`src/hdl/sine_table.svh`:
```
// One full sine period in 64 steps.
// Entry k is round(4095 * sin(2 * pi * k / 64)).
// The second half is the first half negated, so the table is odd about entry 32.
// Values are signed 16 bit and peak at 4095 in entry 16.
localparam logic signed [15:0] SINE_LUT [0:63] = '{
	// The first quarter rises from zero to the peak.
	0, 401, 799, 1189,
	1567, 1930, 2275, 2598,
	2896, 3165, 3405, 3611,
	3783, 3919, 4016, 4075,
	// The second quarter falls back towards zero.
	4095, 4075, 4016, 3919,
	3783, 3611, 3405, 3165,
	2896, 2598, 2275, 1930,
	1567, 1189, 799, 401,
	// The third quarter falls to the negative peak.
	0, -401, -799, -1189,
	-1567, -1930, -2275, -2598,
	-2896, -3165, -3405, -3611,
	-3783, -3919, -4016, -4075,
	// The fourth quarter rises back towards zero.
	-4095, -4075, -4016, -3919,
	-3783, -3611, -3405, -3165,
	-2896, -2598, -2275, -1930,
	-1567, -1189, -799, -401
};
```
`src/hdl/wave_ctrl_pkg.sv`:
```
`default_nettype none

package wave_ctrl_pkg;

	// Controller modes.
	// IDLE waits, CONFI takes a new amplitude and GEN runs the phase.
	typedef enum logic [1:0] {
		IDLE  = 2'd0,
		CONFI = 2'd1,
		GEN   = 2'd2
	} gen_state_t;

	// Control word decoded from the registered state.
	// clear_phase holds the phase at zero outside GEN.
	// load_amp opens the amplitude register in CONFI.
	// gen_en advances the phase in GEN.
	typedef struct packed {
		logic clear_phase;
		logic load_amp;
		logic gen_en;
	} gen_ctrl_t;

endpackage

`default_nettype wire

```
`src/hdl/wave_fmt_pkg.sv`:
```
`default_nettype none

package wave_fmt_pkg;

	// Width of every table sample and of the scaled output word.
	localparam int DATA_WIDTH = 16;

	// Width of the signed amplitude input, range -8 to 7.
	localparam int INT_BITS = 4;

	// The phase walks one table of LUT_DEPTH entries.
	localparam int LUT_ADDR = 6;
	localparam int LUT_DEPTH = 64;

	// A quarter period in phase steps.
	// Cosine reads the sine table this far ahead.
	localparam int QUARTER = 16;

	// Peak level of the square wave, equal to the sine peak.
	localparam int WAVE_PEAK = 4095;

	// Triangle slope per phase step, so the triangle peaks at 16 * 255 = 4080.
	// With |amp| <= 8 every product stays inside a signed 16-bit word.
	localparam int TRI_STEP = 255;

	// Shape selection as driven on sel_i.
	typedef enum logic [1:0] {
		WAVE_SIN = 2'd0,
		WAVE_COS = 2'd1,
		WAVE_TRI = 2'd2,
		WAVE_SQU = 2'd3
	} wave_sel_t;

	// One table sample on its way to the scaler.
	// The valid bit marks a phase that was consumed in GEN.
	typedef struct packed {
		logic                         valid;
		logic signed [DATA_WIDTH-1:0] value;
	} sample_t;

endpackage

`default_nettype wire

```
`src/hdl/funct_generator.sv`:
```
`timescale 1ns/1ps
`default_nettype none

module funct_generator (
	input  logic                                       clk,
	input  logic                                       rst,
	input  logic                                       en_low_i,
	input  logic                                       enh_conf_i,
	input  logic signed [wave_fmt_pkg::INT_BITS-1:0]   amp_i,
	input  wave_fmt_pkg::wave_sel_t                    sel_i,
	output logic signed [wave_fmt_pkg::DATA_WIDTH-1:0] data_o,
	output logic                                       wr_en_o
);

	// Control word from the mode controller.
	wave_ctrl_pkg::gen_ctrl_t ctrl;

	// Phase and its consume flag into the table.
	logic [wave_fmt_pkg::LUT_ADDR-1:0] phase;
	logic                              advance;

	// Registered table sample into the scaler.
	wave_fmt_pkg::sample_t sample;

	// Mode controller, IDLE, CONFI and GEN.
	wave_ctrl_fsm u_ctrl (
		.clk        (clk),
		.rst        (rst),
		.en_low_i   (en_low_i),
		.enh_conf_i (enh_conf_i),
		.ctrl_o     (ctrl)
	);

	// Table address, cleared outside GEN and stepped inside it.
	phase_counter u_phase (
		.clk       (clk),
		.rst       (rst),
		.ctrl_i    (ctrl),
		.phase_o   (phase),
		.advance_o (advance)
	);

	// Shape lookup and selection, first pipeline stage.
	wave_table u_table (
		.clk       (clk),
		.rst       (rst),
		.phase_i   (phase),
		.advance_i (advance),
		.sel_i     (sel_i),
		.sample_o  (sample)
	);

	// Amplitude scaling and write strobe, second pipeline stage.
	amp_scaler u_scaler (
		.clk        (clk),
		.rst        (rst),
		.load_amp_i (ctrl.load_amp),
		.amp_i      (amp_i),
		.sample_i   (sample),
		.data_o     (data_o),
		.wr_en_o    (wr_en_o)
	);

endmodule

`default_nettype wire

```
`src/hdl/amp_scaler.sv`:
```
`timescale 1ns/1ps
`default_nettype none

module amp_scaler (
	input  logic                                       clk,
	input  logic                                       rst,
	input  logic                                       load_amp_i,
	input  logic signed [wave_fmt_pkg::INT_BITS-1:0]   amp_i,
	input  wave_fmt_pkg::sample_t                      sample_i,
	output logic signed [wave_fmt_pkg::DATA_WIDTH-1:0] data_o,
	output logic                                       wr_en_o
);

	import wave_fmt_pkg::*;

	logic signed [DATA_WIDTH-1:0] amp_q;
	logic signed [DATA_WIDTH-1:0] product;
	logic signed [DATA_WIDTH-1:0] data_q;
	logic                         wr_en_q;

	// Amplitude register.
	// The 4-bit input is sign-extended once here, so the multiplier sees equal widths.
	always_ff @(posedge clk) begin
		if (rst) begin
			amp_q <= '0;
		end else if (load_amp_i) begin
			amp_q <= {{(DATA_WIDTH - INT_BITS){amp_i[INT_BITS-1]}}, amp_i};
		end
	end

	// Signed multiply kept to DATA_WIDTH bits.
	// Table peaks of 4095 times |amp| <= 8 stay below 32768, so nothing is lost.
	assign product = sample_i.value * amp_q;

	// Output stage.
	// The strobe mirrors the sample valid bit one cycle later.
	// data_o only moves with a strobe and holds its last value otherwise.
	always_ff @(posedge clk) begin
		if (rst) begin
			data_q  <= '0;
			wr_en_q <= 1'b0;
		end else begin
			wr_en_q <= sample_i.valid;
			if (sample_i.valid) begin
				data_q <= product;
			end
		end
	end

	assign data_o  = data_q;
	assign wr_en_o = wr_en_q;

	// Each strobe answers a valid sample from the previous cycle.
	a_strobe_from_valid: assert property (@(posedge clk) disable iff (rst)
		wr_en_o |-> $past(sample_i.valid))
		else $error("wr_en_o without a valid sample, data_o=%h", data_o);

endmodule

`default_nettype wire

```
`src/hdl/wave_table.sv`:
```
`timescale 1ns/1ps
`default_nettype none

module wave_table (
	input  logic                              clk,
	input  logic                              rst,
	input  logic [wave_fmt_pkg::LUT_ADDR-1:0] phase_i,
	input  logic                              advance_i,
	input  wave_fmt_pkg::wave_sel_t           sel_i,
	output wave_fmt_pkg::sample_t             sample_o
);

	import wave_fmt_pkg::*;

	`include "sine_table.svh"

	// Phase breakpoints of the triangle and square shapes.
	localparam int HALF    = LUT_DEPTH / 2;
	localparam int THREE_Q = HALF + QUARTER;

	logic [LUT_ADDR-1:0]          cos_addr;
	int                           phase_int;
	int                           tri_k;
	logic signed [DATA_WIDTH-1:0] sin_val;
	logic signed [DATA_WIDTH-1:0] cos_val;
	logic signed [DATA_WIDTH-1:0] tri_val;
	logic signed [DATA_WIDTH-1:0] squ_val;
	logic signed [DATA_WIDTH-1:0] shape;
	logic                         valid_q;
	logic signed [DATA_WIDTH-1:0] value_q;

	// Cosine is the sine a quarter period ahead, wrapping inside the table.
	assign cos_addr = phase_i + LUT_ADDR'(QUARTER);
	assign sin_val  = SINE_LUT[phase_i];
	assign cos_val  = SINE_LUT[cos_addr];

	// The triangle follows the sine's zero crossings.
	// It rises to +16 steps at phase 16, falls to -16 at phase 48, then rises again.
	assign phase_int = int'(phase_i);

	always_comb begin
		if (phase_int < QUARTER) begin
			tri_k = phase_int;
		end else if (phase_int < THREE_Q) begin
			tri_k = HALF - phase_int;
		end else begin
			tri_k = phase_int - LUT_DEPTH;
		end
	end

	assign tri_val = DATA_WIDTH'(tri_k * TRI_STEP);

	// Square is high for the first half period and low for the second.
	assign squ_val = (phase_int < HALF) ? DATA_WIDTH'(WAVE_PEAK) : DATA_WIDTH'(-WAVE_PEAK);

	always_comb begin
		unique case (sel_i)
			WAVE_SIN: shape = sin_val;
			WAVE_COS: shape = cos_val;
			WAVE_TRI: shape = tri_val;
			WAVE_SQU: shape = squ_val;
		endcase
	end

	// The valid bit follows the consume flag of the presented phase.
	always_ff @(posedge clk) begin
		if (rst) begin
			valid_q <= 1'b0;
		end else begin
			valid_q <= advance_i;
		end
	end

	always_ff @(posedge clk) begin
		value_q <= shape;
	end

	assign sample_o = '{valid: valid_q, value: value_q};

	// A sample marked valid carries a fully known value into the scaler.
	a_valid_known: assert property (@(posedge clk) disable iff (rst)
		sample_o.valid |-> !$isunknown(sample_o.value))
		else $error("valid sample with unknown value %h", sample_o.value);

endmodule

`default_nettype wire

```
`src/hdl/phase_counter.sv`:
```
`timescale 1ns/1ps
`default_nettype none

module phase_counter (
	input  logic                               clk,
	input  logic                               rst,
	input  wave_ctrl_pkg::gen_ctrl_t           ctrl_i,
	output logic [wave_fmt_pkg::LUT_ADDR-1:0]  phase_o,
	output logic                               advance_o
);

	import wave_fmt_pkg::*;

	logic [LUT_ADDR-1:0] phase_q;

	// Clear has priority, then advance, otherwise hold.
	// The adder is LUT_ADDR bits wide, so phase 63 wraps to 0 on its own.
	always_ff @(posedge clk) begin
		if (rst) begin
			phase_q <= '0;
		end else if (ctrl_i.clear_phase) begin
			phase_q <= '0;
		end else if (ctrl_i.gen_en) begin
			phase_q <= phase_q + 1'b1;
		end
	end

	// The current phase is consumed by the table in every GEN cycle.
	assign phase_o   = phase_q;
	assign advance_o = ctrl_i.gen_en;

	// A clear cycle leaves phase 0 for the next cycle.
	a_clear_zero: assert property (@(posedge clk) disable iff (rst)
		ctrl_i.clear_phase |=> (phase_o == '0))
		else $error("phase not cleared, phase_o=%h", phase_o);

	// An advance cycle leaves the next phase, modulo the table depth.
	a_advance_step: assert property (@(posedge clk) disable iff (rst)
		ctrl_i.gen_en |=> (phase_o == LUT_ADDR'($past(phase_o) + 1'b1)))
		else $error("phase did not step, phase_o=%h", phase_o);

endmodule

`default_nettype wire

```
`src/hdl/wave_ctrl_fsm.sv`:
```
`timescale 1ns/1ps
`default_nettype none

module wave_ctrl_fsm (
	input  logic                     clk,
	input  logic                     rst,
	input  logic                     en_low_i,
	input  logic                     enh_conf_i,
	output wave_ctrl_pkg::gen_ctrl_t ctrl_o
);

	import wave_ctrl_pkg::*;

	gen_state_t state_q;
	gen_state_t state_d;

	// State register.
	always_ff @(posedge clk) begin
		if (rst) begin
			state_q <= IDLE;
		end else begin
			state_q <= state_d;
		end
	end

	// Next-state rules.
	// A configuration request wins over everything in every state.
	// Without it, en_low_i high parks the block in IDLE and low runs GEN.
	always_comb begin
		state_d = state_q;
		case (state_q)
			IDLE: begin
				if (enh_conf_i) begin
					state_d = CONFI;
				end else if (!en_low_i) begin
					state_d = GEN;
				end
			end
			CONFI: begin
				if (enh_conf_i) begin
					state_d = CONFI;
				end else if (en_low_i) begin
					state_d = IDLE;
				end else begin
					state_d = GEN;
				end
			end
			GEN: begin
				if (enh_conf_i) begin
					state_d = CONFI;
				end else if (en_low_i) begin
					state_d = IDLE;
				end
			end
			// The unused encoding falls back to the reset state.
			default: state_d = IDLE;
		endcase
	end

	// Moore decode, so the control word depends on the state register only.
	always_comb begin
		ctrl_o.clear_phase = (state_q == IDLE) || (state_q == CONFI);
		ctrl_o.load_amp    = (state_q == CONFI);
		ctrl_o.gen_en      = (state_q == GEN);
	end

	// The phase counter must never see clear and advance together.
	a_clear_gen_excl: assert property (@(posedge clk) disable iff (rst)
		!(ctrl_o.clear_phase && ctrl_o.gen_en))
		else $error("clear_phase and gen_en both high");

	// Loading a new amplitude always restarts the phase from zero.
	a_load_clears: assert property (@(posedge clk) disable iff (rst)
		ctrl_o.load_amp |-> ctrl_o.clear_phase)
		else $error("load_amp without clear_phase");

endmodule

`default_nettype wire

```
`config.mk`:
```
export PLATFORM = sky130hd
export DESIGN_NAME = funct_generator
export DESIGN_NICKNAME = d
export VERILOG_FILES = /design/src/hdl/wave_ctrl_pkg.sv /design/src/hdl/wave_fmt_pkg.sv /design/src/hdl/funct_generator.sv /design/src/hdl/amp_scaler.sv /design/src/hdl/wave_table.sv /design/src/hdl/phase_counter.sv /design/src/hdl/wave_ctrl_fsm.sv
export VERILOG_INCLUDE_DIRS = /design/src /design/src/hdl
export SDC_FILE = /design/constraint.sdc
export NUM_CORES = 1
export LEC_CHECK = 0
export BUFFER_PORTS_ARGS = -buffer_cell sky130_fd_sc_hd__buf_4
export CORE_MARGIN = 2
export CORE_UTILIZATION = 42
export CTS_BUF_LIST = sky130_fd_sc_hd__clkbuf_2
export DETAILED_ROUTE_END_ITERATION = 12
export PLACE_DENSITY = 0.62
export SKIP_LAST_GASP = 1
export SLEW_MARGIN = 30
export SYNTH_ARGS = -nofsm -noshare
export SYNTH_HDL_FRONTEND = slang
export SYNTH_SLANG_ARGS = --single-unit
```
`constraint.sdc`:
```
create_clock -name clk -period 6.9 [get_ports clk]
set_input_delay 1.38 -clock clk [delete_from_list [all_inputs] [get_ports clk]]
set_output_delay 1.38 -clock clk [all_outputs]
set_load 0.02 [all_outputs]
```
Word-level counts from Yosys, hierarchy flattened
Memories as Yosys holds them, arrays and structs flattened.
Cells that the tools add are included.
{ "totals": {"latchBits": 0, "inputBits": 10, "ramBits": 0, "output_inout_bits": 17, "wordCells": 49, "memories": 2, "reg_bits": 46, "rom_bits": 2048} }
{ "mem_list": {"columns": ["name", "words", "word_bits", "rd", "rd_ports_with_merged_regs", "wr", "line_no", "source"], "rows": [
  ["(no name shown)", 64, 16, 1, 0, 0, "wave_table.sv:34", "assign sin_val = SINE_LUT[phase_i];"],
  ["(no name shown)", 64, 16, 1, 0, 0, "wave_table.sv:35", "assign cos_val = SINE_LUT[cos_addr];"]
]} }
{ "op_classes": {"n_reduce_logical": 5, "order_cmp": 5, "bitwise": 2, "multipliers": 2, "eq_ne": 7, "div_mod_pow": 0, "add_sub_neg": 4, "shift": 0, "mux": 15} }
{ "op_table": {"columns": ["op", "n"], "rows": [
  ["$mux W16", 5],
  ["$mux W32", 2],
  ["$pmux W16 S4", 1],
  ["$mul A32 B9 Y16 const B", 1],
  ["$mul A16 B4 Y16", 1],
  ["$ge A7 B7 Y1 const B", 2],
  ["$not A6 Y7", 2],
  ["$lt A6 B6 Y1 const B", 2],
  ["$mux W2", 6],
  ["$sub A6 B7 Y8 const B", 1],
  ["$sub A6 B6 Y7 const A", 1],
  ["$add A6 B1 Y6 const B", 1],
  ["$add A6 B5 Y6 const B", 1],
  ["$eq A2 B2 Y1 const B", 3],
  ["$lt A6 B5 Y1 const B", 1],
  ["$ne A3 B3 Y1 const B", 2],
  ["$pmux W2 S3", 1],
  ["$eq A2 B1 Y1 const B", 2],
  ["$logic_not A2 Y1", 2],
  ["$reduce_and A2 Y1", 1],
  ["$reduce_or A2 Y1", 1],
  ["$logic_or A1 B1 Y1", 1]
]} }

Depth between registers and ports, before layout
Gate-level depths: netlist of run 1.
{ "logic_depth": {"word_depth": 6, "depth_mapped": 25, "ltp_nobuf": 22} }

Cells and area by module
From an unflattened synthesis of run 1, not the netlist that was laid out.
{ "unflattened": {"hier_cells": 795, "hier_area_um2": 6641.4} }
{ "by_module_without_submodules": {"columns": ["mod", "area_each_um2", "seq_area_each_um2", "n_inst", "cells_per_inst"], "rows": [
  ["wave_table", 4025.1, 340.3, 1, 514],
  ["amp_scaler", 2278.4, 420.4, 1, 246],
  ["phase_counter", 256.5, 120.1, 1, 27],
  ["wave_ctrl_fsm", 81.3, 40.0, 1, 8]
]} }

Least setup slack after synthesis of run 1
No wires, ideal clock.
{ "synth_timing": {"path_type": "reg-to-reg", "start": "register u_phase.phase_q[4], in the netlist u_phase.phase_o[4]", "end": "register u_table.value_q[15]", "t_required_ns": 6.774, "t_arrival_ns": 5.685, "period_less_slack_ns": 5.811, "slack_ns": 1.089, "path_stages_with_launch": 24, "n_path_buf": 3, "setup_ns": 0.126, "cell_sequence": "dfxtp_1 > buf_2 > inv_1 > clkbuf_1 > clkbuf_1 > ha_1 > nand4bb_1 > a21oi_1 > nor2_2 > inv_1 > fa_1 > fa_1 > inv_1 > fa_1 > inv_1 > fa_1 > inv_1 > ha_1 > or4_1 > o21a_2 > a2111oi_4 > o21bai_2 > xnor2_1 > o21ai_1"} }
{ "synth_between": {"elab_chain_len": 6, "elab_cells_between_ends": 19, "cone_classes": "add/sub (3); mul (1); order compare (3); mux (8); bitwise (2); memory (2)"} }
{ "synth_lines": {"columns": ["item", "line_no", "source"], "rows": [
  ["start, declared", "phase_counter.sv:14", "logic [LUT_ADDR-1:0] phase_q;"],
  ["start signal, assigned", "phase_counter.sv:24", "phase_q <= phase_q + 1'b1;"],
  ["parallel branches: the longest is 5 deep, another holds $mul A32 B9 Y16", null, null],
  ["$pmux W16 S4 *", "wave_table.sv:57", "unique case (sel_i)"],
  ["named net u_table.shape[15]", "wave_table.sv:28", "logic signed [DATA_WIDTH-1:0] shape;"],
  ["end signal, assigned", "wave_table.sv:75", "value_q <= shape;"],
  ["end, declared", "wave_table.sv:30", "logic signed [DATA_WIDTH-1:0] value_q;"]
]} }
Mark *: on every way through the listed nets, which the timed path passes. The select of a mux whose other input is x is not followed.
A chain may end at the register's enable or synchronous reset.

Worst setup path after layout of run 1
{ "layout_timing": {"start": "register u_phase.phase_q[1], in the netlist u_phase.phase_o[1]", "end": "register u_table.value_q[15]"} }
The elaborated chain is that of the path after synthesis.

==> results.cfg, run 1 <==
[sta]
holdWs_ps = 482
drv_slew = 0
rsz0062_at_grt = false
fmax_mhz = 161
worst_pin_slew_ps = 815
finalCritPeriodShare_pct = 90.2
setup_tns_ps = 0
slew_headroom_pct = 45.6
final.setup_skew_ps = 21.6
hold_violations = 0
period_needed_ps = 6220
setup_violations = 0

[worst_setup_path]
arrival_ps = 6620
setup.worst_path.start_class = register
crit_slowest_cell = dfxtp_1
cp_top_family = adder cells
reg2reg_from = u_phase.phase_o[1]$_SDFFE_PP0P_
setup.worst_path.class = reg2reg
cpMostUsedCell = inv_1
max_stage_delay_ps = 660
regToRegSetupSlack_ps = 680
path_cells = inv_1, ha_1, nand4bb_1, a21oi_1, nor2_2, inv_1, fa_1, fa_1, inv_1, fa_1, inv_1, fa_1, inv_1, ha_1, or4_1, o21a_2, a2111oi_4, o21bai_2, xnor2_1, o21ai_1
cp.required_ps = 7300
regToRegEndpoint = u_table.value_q[15]$_DFF_P_
reg2regPathDepth = 20
worst-path-buf-inv = 5
endpoint_kind = register
crit_fanout = 12

[yosys]
yosys.area.top_type_share_pct = 15.7
netlist_instances = 827
synth.distinct_cells = 70
ys_top_cells_by_count = inv_1, nand2_1, nor2_1
synth_edf_count = 0
syn_nets = 958
synth_ff_type = dfxtp_1
synth_area_per_cell_um2 = 8.04
synthTopCellsByArea = fa_1, dfxtp_1, ha_1
synthArstFlopShare_pct = 0
ys_ff_latch = 46
ys_seq_area_share_pct = 13.9
yosysMostFrequentCell = inv_1
yosys_warnings = 0
synth_top_cell_by_area = fa_1
synth_area_mm2 = 0.00665

[routing]
post-route-drc-count = 0
viasPerCell = 5.36
via_count = 5562
drt_pass1_iterations = 7
routed_wl_um = 15600
drt_iter0_markers = 299
ant_nets = 0
post_drt_wl_per_cell_um = 15.1

[clock_tree]
post_cts_buffers = 0
max-clock-path-buffers = 2
cts-resized-gates = 0
cts_tree = built
cts_root_buffer = clkbuf_2
htreeDepth = 2
clk_pin_slew_ps = 270
cts-hold-fix-buffers = 0
cts-buffers-inserted = 5
numClockSinks = 46
clk_latency_ps = 500

[cells_and_area]
layout-drive-gt1-share_pct = 7.51
fillers = 1609
multiInputGateArea_mm2 = 0.00512
area_delta_synth_final_pct = 5.33
fin_nets = 956
final_area_mm2 = 0.00700
seq_area_um2 = 921

[power_and_ir_drop]
p_leak_nw = 3.28
vdd_drop_max_mv = 0.0563
power_mw = 0.526
p_per_area_mw_per_mm2 = 75.2

[place]
dpl_cell_area_mm2 = 0.00696
hpwl_um = 12200
io_buffer_count = 26
gp_congestion = 0.921

[min_path]
holdPathEnd = u_scaler.data_o[7]$_SDFFE_PP0P_
min_path_cells = 2
hold_class = reg2reg
hold_start = u_scaler.data_o[7]$_SDFFE_PP0P_

[die]
num_io_pins = 27
start_util_pct = 43.4
core_area_mm2 = 0.0153
num_rows = 45
die_height_um = 130
die_x_um = 130
die-area_mm2 = 0.0168

[grt]
antenna_found_initial = 1
grt_max_degree = 45
gr-total-overflow = 0
grt_pass1_vias = 5186
grt_use_total_pct = 19.3
grt_pass1_wl_um = 26000

[status]
status = completed

[run]
drv_cap = 0
worst min-delay path: cells and delay by family, from the launching register on:
kind	cells	cell delay [ps]
flip-flops	1	370
AND/OR/NAND/NOR	1	60
AO/OA/AOI/OAI	1	50
layout make-up:
| cell class | instances | share of cell area [%] |
|---|---|---|
| Sequential cell | 46 | 13.2 |
| Inverter | 103 | 5.52 |
| Timing Repair Buffer | 35 | 3.75 |
| Clock inverter | 3 | 0.232 |
| Tap cell | 211 | 3.77 |
| Multi-Input combinational cell | 634 | 73.2 |
| Antenna cell | 1 | 0.0358 |
| Clock buffer | 5 | 0.358 |
worst max path at each step:
| stage | from | slack (ps) | to | cells past startpoint |
|---|---|---|---|---|
| finish | u_phase.phase_o[1]$_SDFFE_PP0P_ | 680 | u_table.value_q[15]$_DFF_P_ | 20 |
| global route | u_phase.phase_o[1]$_SDFFE_PP0P_ | 350 | u_table.value_q[15]$_DFF_P_ | 20 |
| CTS | u_phase.phase_o[1]$_SDFFE_PP0P_ | 730 | u_table.value_q[15]$_DFF_P_ | 20 |
| detailed placement | u_phase.phase_o[1]$_SDFFE_PP0P_ | 760 | u_table.value_q[15]$_DFF_P_ | 20 |
| global placement | u_phase.phase_o[1]$_SDFFE_PP0P_ | 970 | u_table.value_q[15]$_DFF_P_ | 20 |
| floorplan | u_phase.phase_o[4]$_SDFFE_PP0P_ | 1090 | u_table.value_q[15]$_DFF_P_ | 23 |
power breakdown:
part | internal, mW | switching, mW | leakage [nW] | total [mW]
Sequential | 0.276 | 0.0124 | 0.376 | 0.288
Combinational | 0.0467 | 0.0637 | 2.87 | 0.110
Clock | 0.0235 | 0.104 | 0.0280 | 0.128
layer usage:
layer  track usage [%]  up-vias  part of all wire, %
met1              26.2     2624                   47
met4              5.25        0                  1.8
li1                  -     2781                    -
met5                 0        -                    0
met2              32.5      139                   47
met3              2.30       18                  4.6
state kept, by name, indices dropped and copies added, names as in the netlist:
register and cells:
u_table.value_q 16, u_ctrl.state_q 2, u_scaler.wr_en_o 1, u_scaler.data_o 16, u_scaler.amp_q 4, u_table.valid_q 1, u_phase.phase_o 6
cells by family after synthesis:
| family | share of synthesized area, % |
|---|---|
| buffers and inverters | 9.08 |
| AOI/OAI and AO/OA | 18.3 |
| xor gates and xnor gates | 5.93 |
| adders and majority gates | 28.7 |
| and+or+nand+nor | 17.6 |
| DFF | 13.9 |
| muxes | 6.59 |
layout by cell type, fill, tap and decap left out, types with 7 or more instances in the layout:
cell type / n
ha_1: 69
dfxtp_1: 46
nor2b_1: 10
and2_1: 24
nor3_1: 16
nand3_1: 10
a21oi_1: 51
buf_4: 35
a31oi_1: 10
xor2_1: 11
nand2_1: 74
a21o_1: 8
o21ai_0: 39
a211oi_1: 9
mux2i_1: 28
mux4_2: 7
fa_1: 52
inv_1: 101
nor2_1: 72
o211ai_1: 8
nand2b_1: 21
xnor2_1: 34
per-stage QoR:
step / setup WS, ps / utilization [%] / std cells
floorplan: 1090 / - / 827
global placement: 969 / 45.4 / 1029
detailed placement: 757 / 45.4 / 1029
CTS: 734 / 45.7 / 1037
global route: 348 / 45.7 / 1038
finish: 677 / 45.7 / 1038
No activity file was read; power rests on OpenSTA's default activity.
==> inputs of run 2 (changes only) <==
--- a/config.mk
+++ b/config.mk
@@ -14,3 +14,2 @@
 export PLACE_DENSITY = 0.62
-export SKIP_LAST_GASP = 1
 export SLEW_MARGIN = 30
==> constraint.sdc (replaced) <==
create_clock -name clk -period 7.5 [get_ports clk]
set_input_delay 1.5 -clock clk [delete_from_list [all_inputs] [get_ports clk]]
set_output_delay 1.5 -clock clk [all_outputs]
set_load 0.005 [all_outputs]
==> results.cfg, run 2 (synthesis results as in run 1) <==
[min_path]
hold_class = reg2reg

[clock_tree]
htreeDepth = 2
cts-buffers-inserted = 5
cts-hold-fix-buffers = 0
max-clock-path-buffers = 2
numClockSinks = 46
post_cts_buffers = 0
cts_root_buffer = clkbuf_2
clk_latency_ps = 490
cts_tree = built
clk_pin_slew_ps = 250
cts-resized-gates = 0

[sta]
period_needed_ps = 6060
rsz0062_at_grt = false
fmax_mhz = 165
drv_slew = 0
setup_tns_ps = 0
finalCritPeriodShare_pct = 80.8
final.setup_skew_ps = 28.2
slew_headroom_pct = 40.1
setup_violations = 0
worst_pin_slew_ps = 898
hold_violations = 0

[run]
drv_cap = 0

[die]
num_io_pins = 27
die_height_um = 130
core_area_mm2 = 0.0153
die-area_mm2 = 0.0168
die_x_um = 130
num_rows = 45
start_util_pct = 43.4

[routing]
drt_iter0_markers = 316
routed_wl_um = 15600
drt_pass1_iterations = 5
via_count = 5559
post-route-drc-count = 0
post_drt_wl_per_cell_um = 15.1
ant_nets = 0
viasPerCell = 5.36

[cells_and_area]
area_delta_synth_final_pct = 5.76
fin_nets = 956
final_area_mm2 = 0.00703
layout_common_cells = inv_1, nand2_1, nor2_1
mostFrequentLayoutCell = inv_1
layout-drive-gt1-share_pct = 7.87

[grt]
grt_use_total_pct = 19.7
antenna_found_initial = 1
grt_pass1_vias = 5392
gr-total-overflow = 0
grt_max_degree = 45
grt_pass1_wl_um = 26700

[power_and_ir_drop]
vdd_drop_max_mv = 0.0447
p_per_area_mw_per_mm2 = 72.6
p_leak_nw = 3.29
power_mw = 0.510

[place]
gp_congestion = 0.890
hpwl_um = 12300
io_buffer_count = 26
dpl_cell_area_mm2 = 0.00696

[worst_setup_path]
endpoint_kind = register
arrival_ps = 6450
cp.required_ps = 7890
setup.worst_path.class = reg2reg
setup.worst_path.start_class = register
crit_fanout = 24
regToRegSetupSlack_ps = 1440

[status]
status = completed
## run 2: changes by cell type in the layout (fill, tap and decap cells not counted), sizes merged
cell and change:
clkinv -3, bufinv +1, clkbuf +1, clkinvlp +1
## run 2: final cells by class
type | instances | area (um^2)
diodes | 1 | 2.50
clock buffers | 6 | 30.0
clock inverters | 2 | 37.5
fillers | 1581 | 8290
inverters | 103 | 387
multi-input cells | 634 | 5120
flip-flops and latches | 46 | 921
well taps | 211 | 264
repair buffers | 35 | 263
## run 2: per-stage QoR
step / setup slack [ps] / std cells / util [%] / hold slack (ps)
2_1_floorplan: 1690 / 827 / - / 456
3_3_place_gp: 1590 / 1029 / 45.4 / 452
3_5_place_dp: 1490 / 1029 / 45.4 / 459
4_1_cts: 1430 / 1037 / 45.9 / 487
5_1_grt: 1020 / 1038 / 45.9 / 500
6_report: 1440 / 1038 / 45.9 / 482
## run 2: metal layers
metal  track usage (%)  up-vias  part of all wire, %
li1                  -     2780                    -
met1              26.5     2613                   47
met2              32.8      146                   47
met3              3.28       20                  5.0
met4              5.50        0                  1.8
met5                 0        -                    0
## run 2: where the power goes
part	switching, mW	internal [mW]	leakage (nW)
registers	0.0114	0.254	0.376
clock network	0.0884	0.0574	0.0392
logic	0.0564	0.0427	2.87
total	0.156	0.354	3.29
## run 2: worst paths after layout
| check | startpoint | to | cells past startpoint |
|---|---|---|---|
| worst max register to register | u_phase.phase_o[5]$_SDFFE_PP0P_ | u_table.value_q[15]$_DFF_P_ | 21 |
| worst max-delay path | u_phase.phase_o[5]$_SDFFE_PP0P_ | u_table.value_q[15]$_DFF_P_ | 21 |
| worst min-delay path | u_scaler.data_o[7]$_SDFFE_PP0P_ | u_scaler.data_o[7]$_SDFFE_PP0P_ | 2 |
| worst min register to register | u_scaler.data_o[7]$_SDFFE_PP0P_ | u_scaler.data_o[7]$_SDFFE_PP0P_ | 2 |
## run 2: worst max-delay path, cell delays in order, from the launching register on
cell	delay, ps
dfxtp_1	970
inv_1	150
ha_2	230
nor2_1	270
o31a_1	230
xnor2_1	230
inv_1	110
ha_1	290
inv_1	60
fa_1	540
inv_1	60
fa_1	540
inv_1	50
fa_1	500
inv_1	40
ha_1	240
or4_1	510
o21a_2	240
a2111oi_4	360
o21bai_2	90
xnor2_1	170
o21ai_1	70
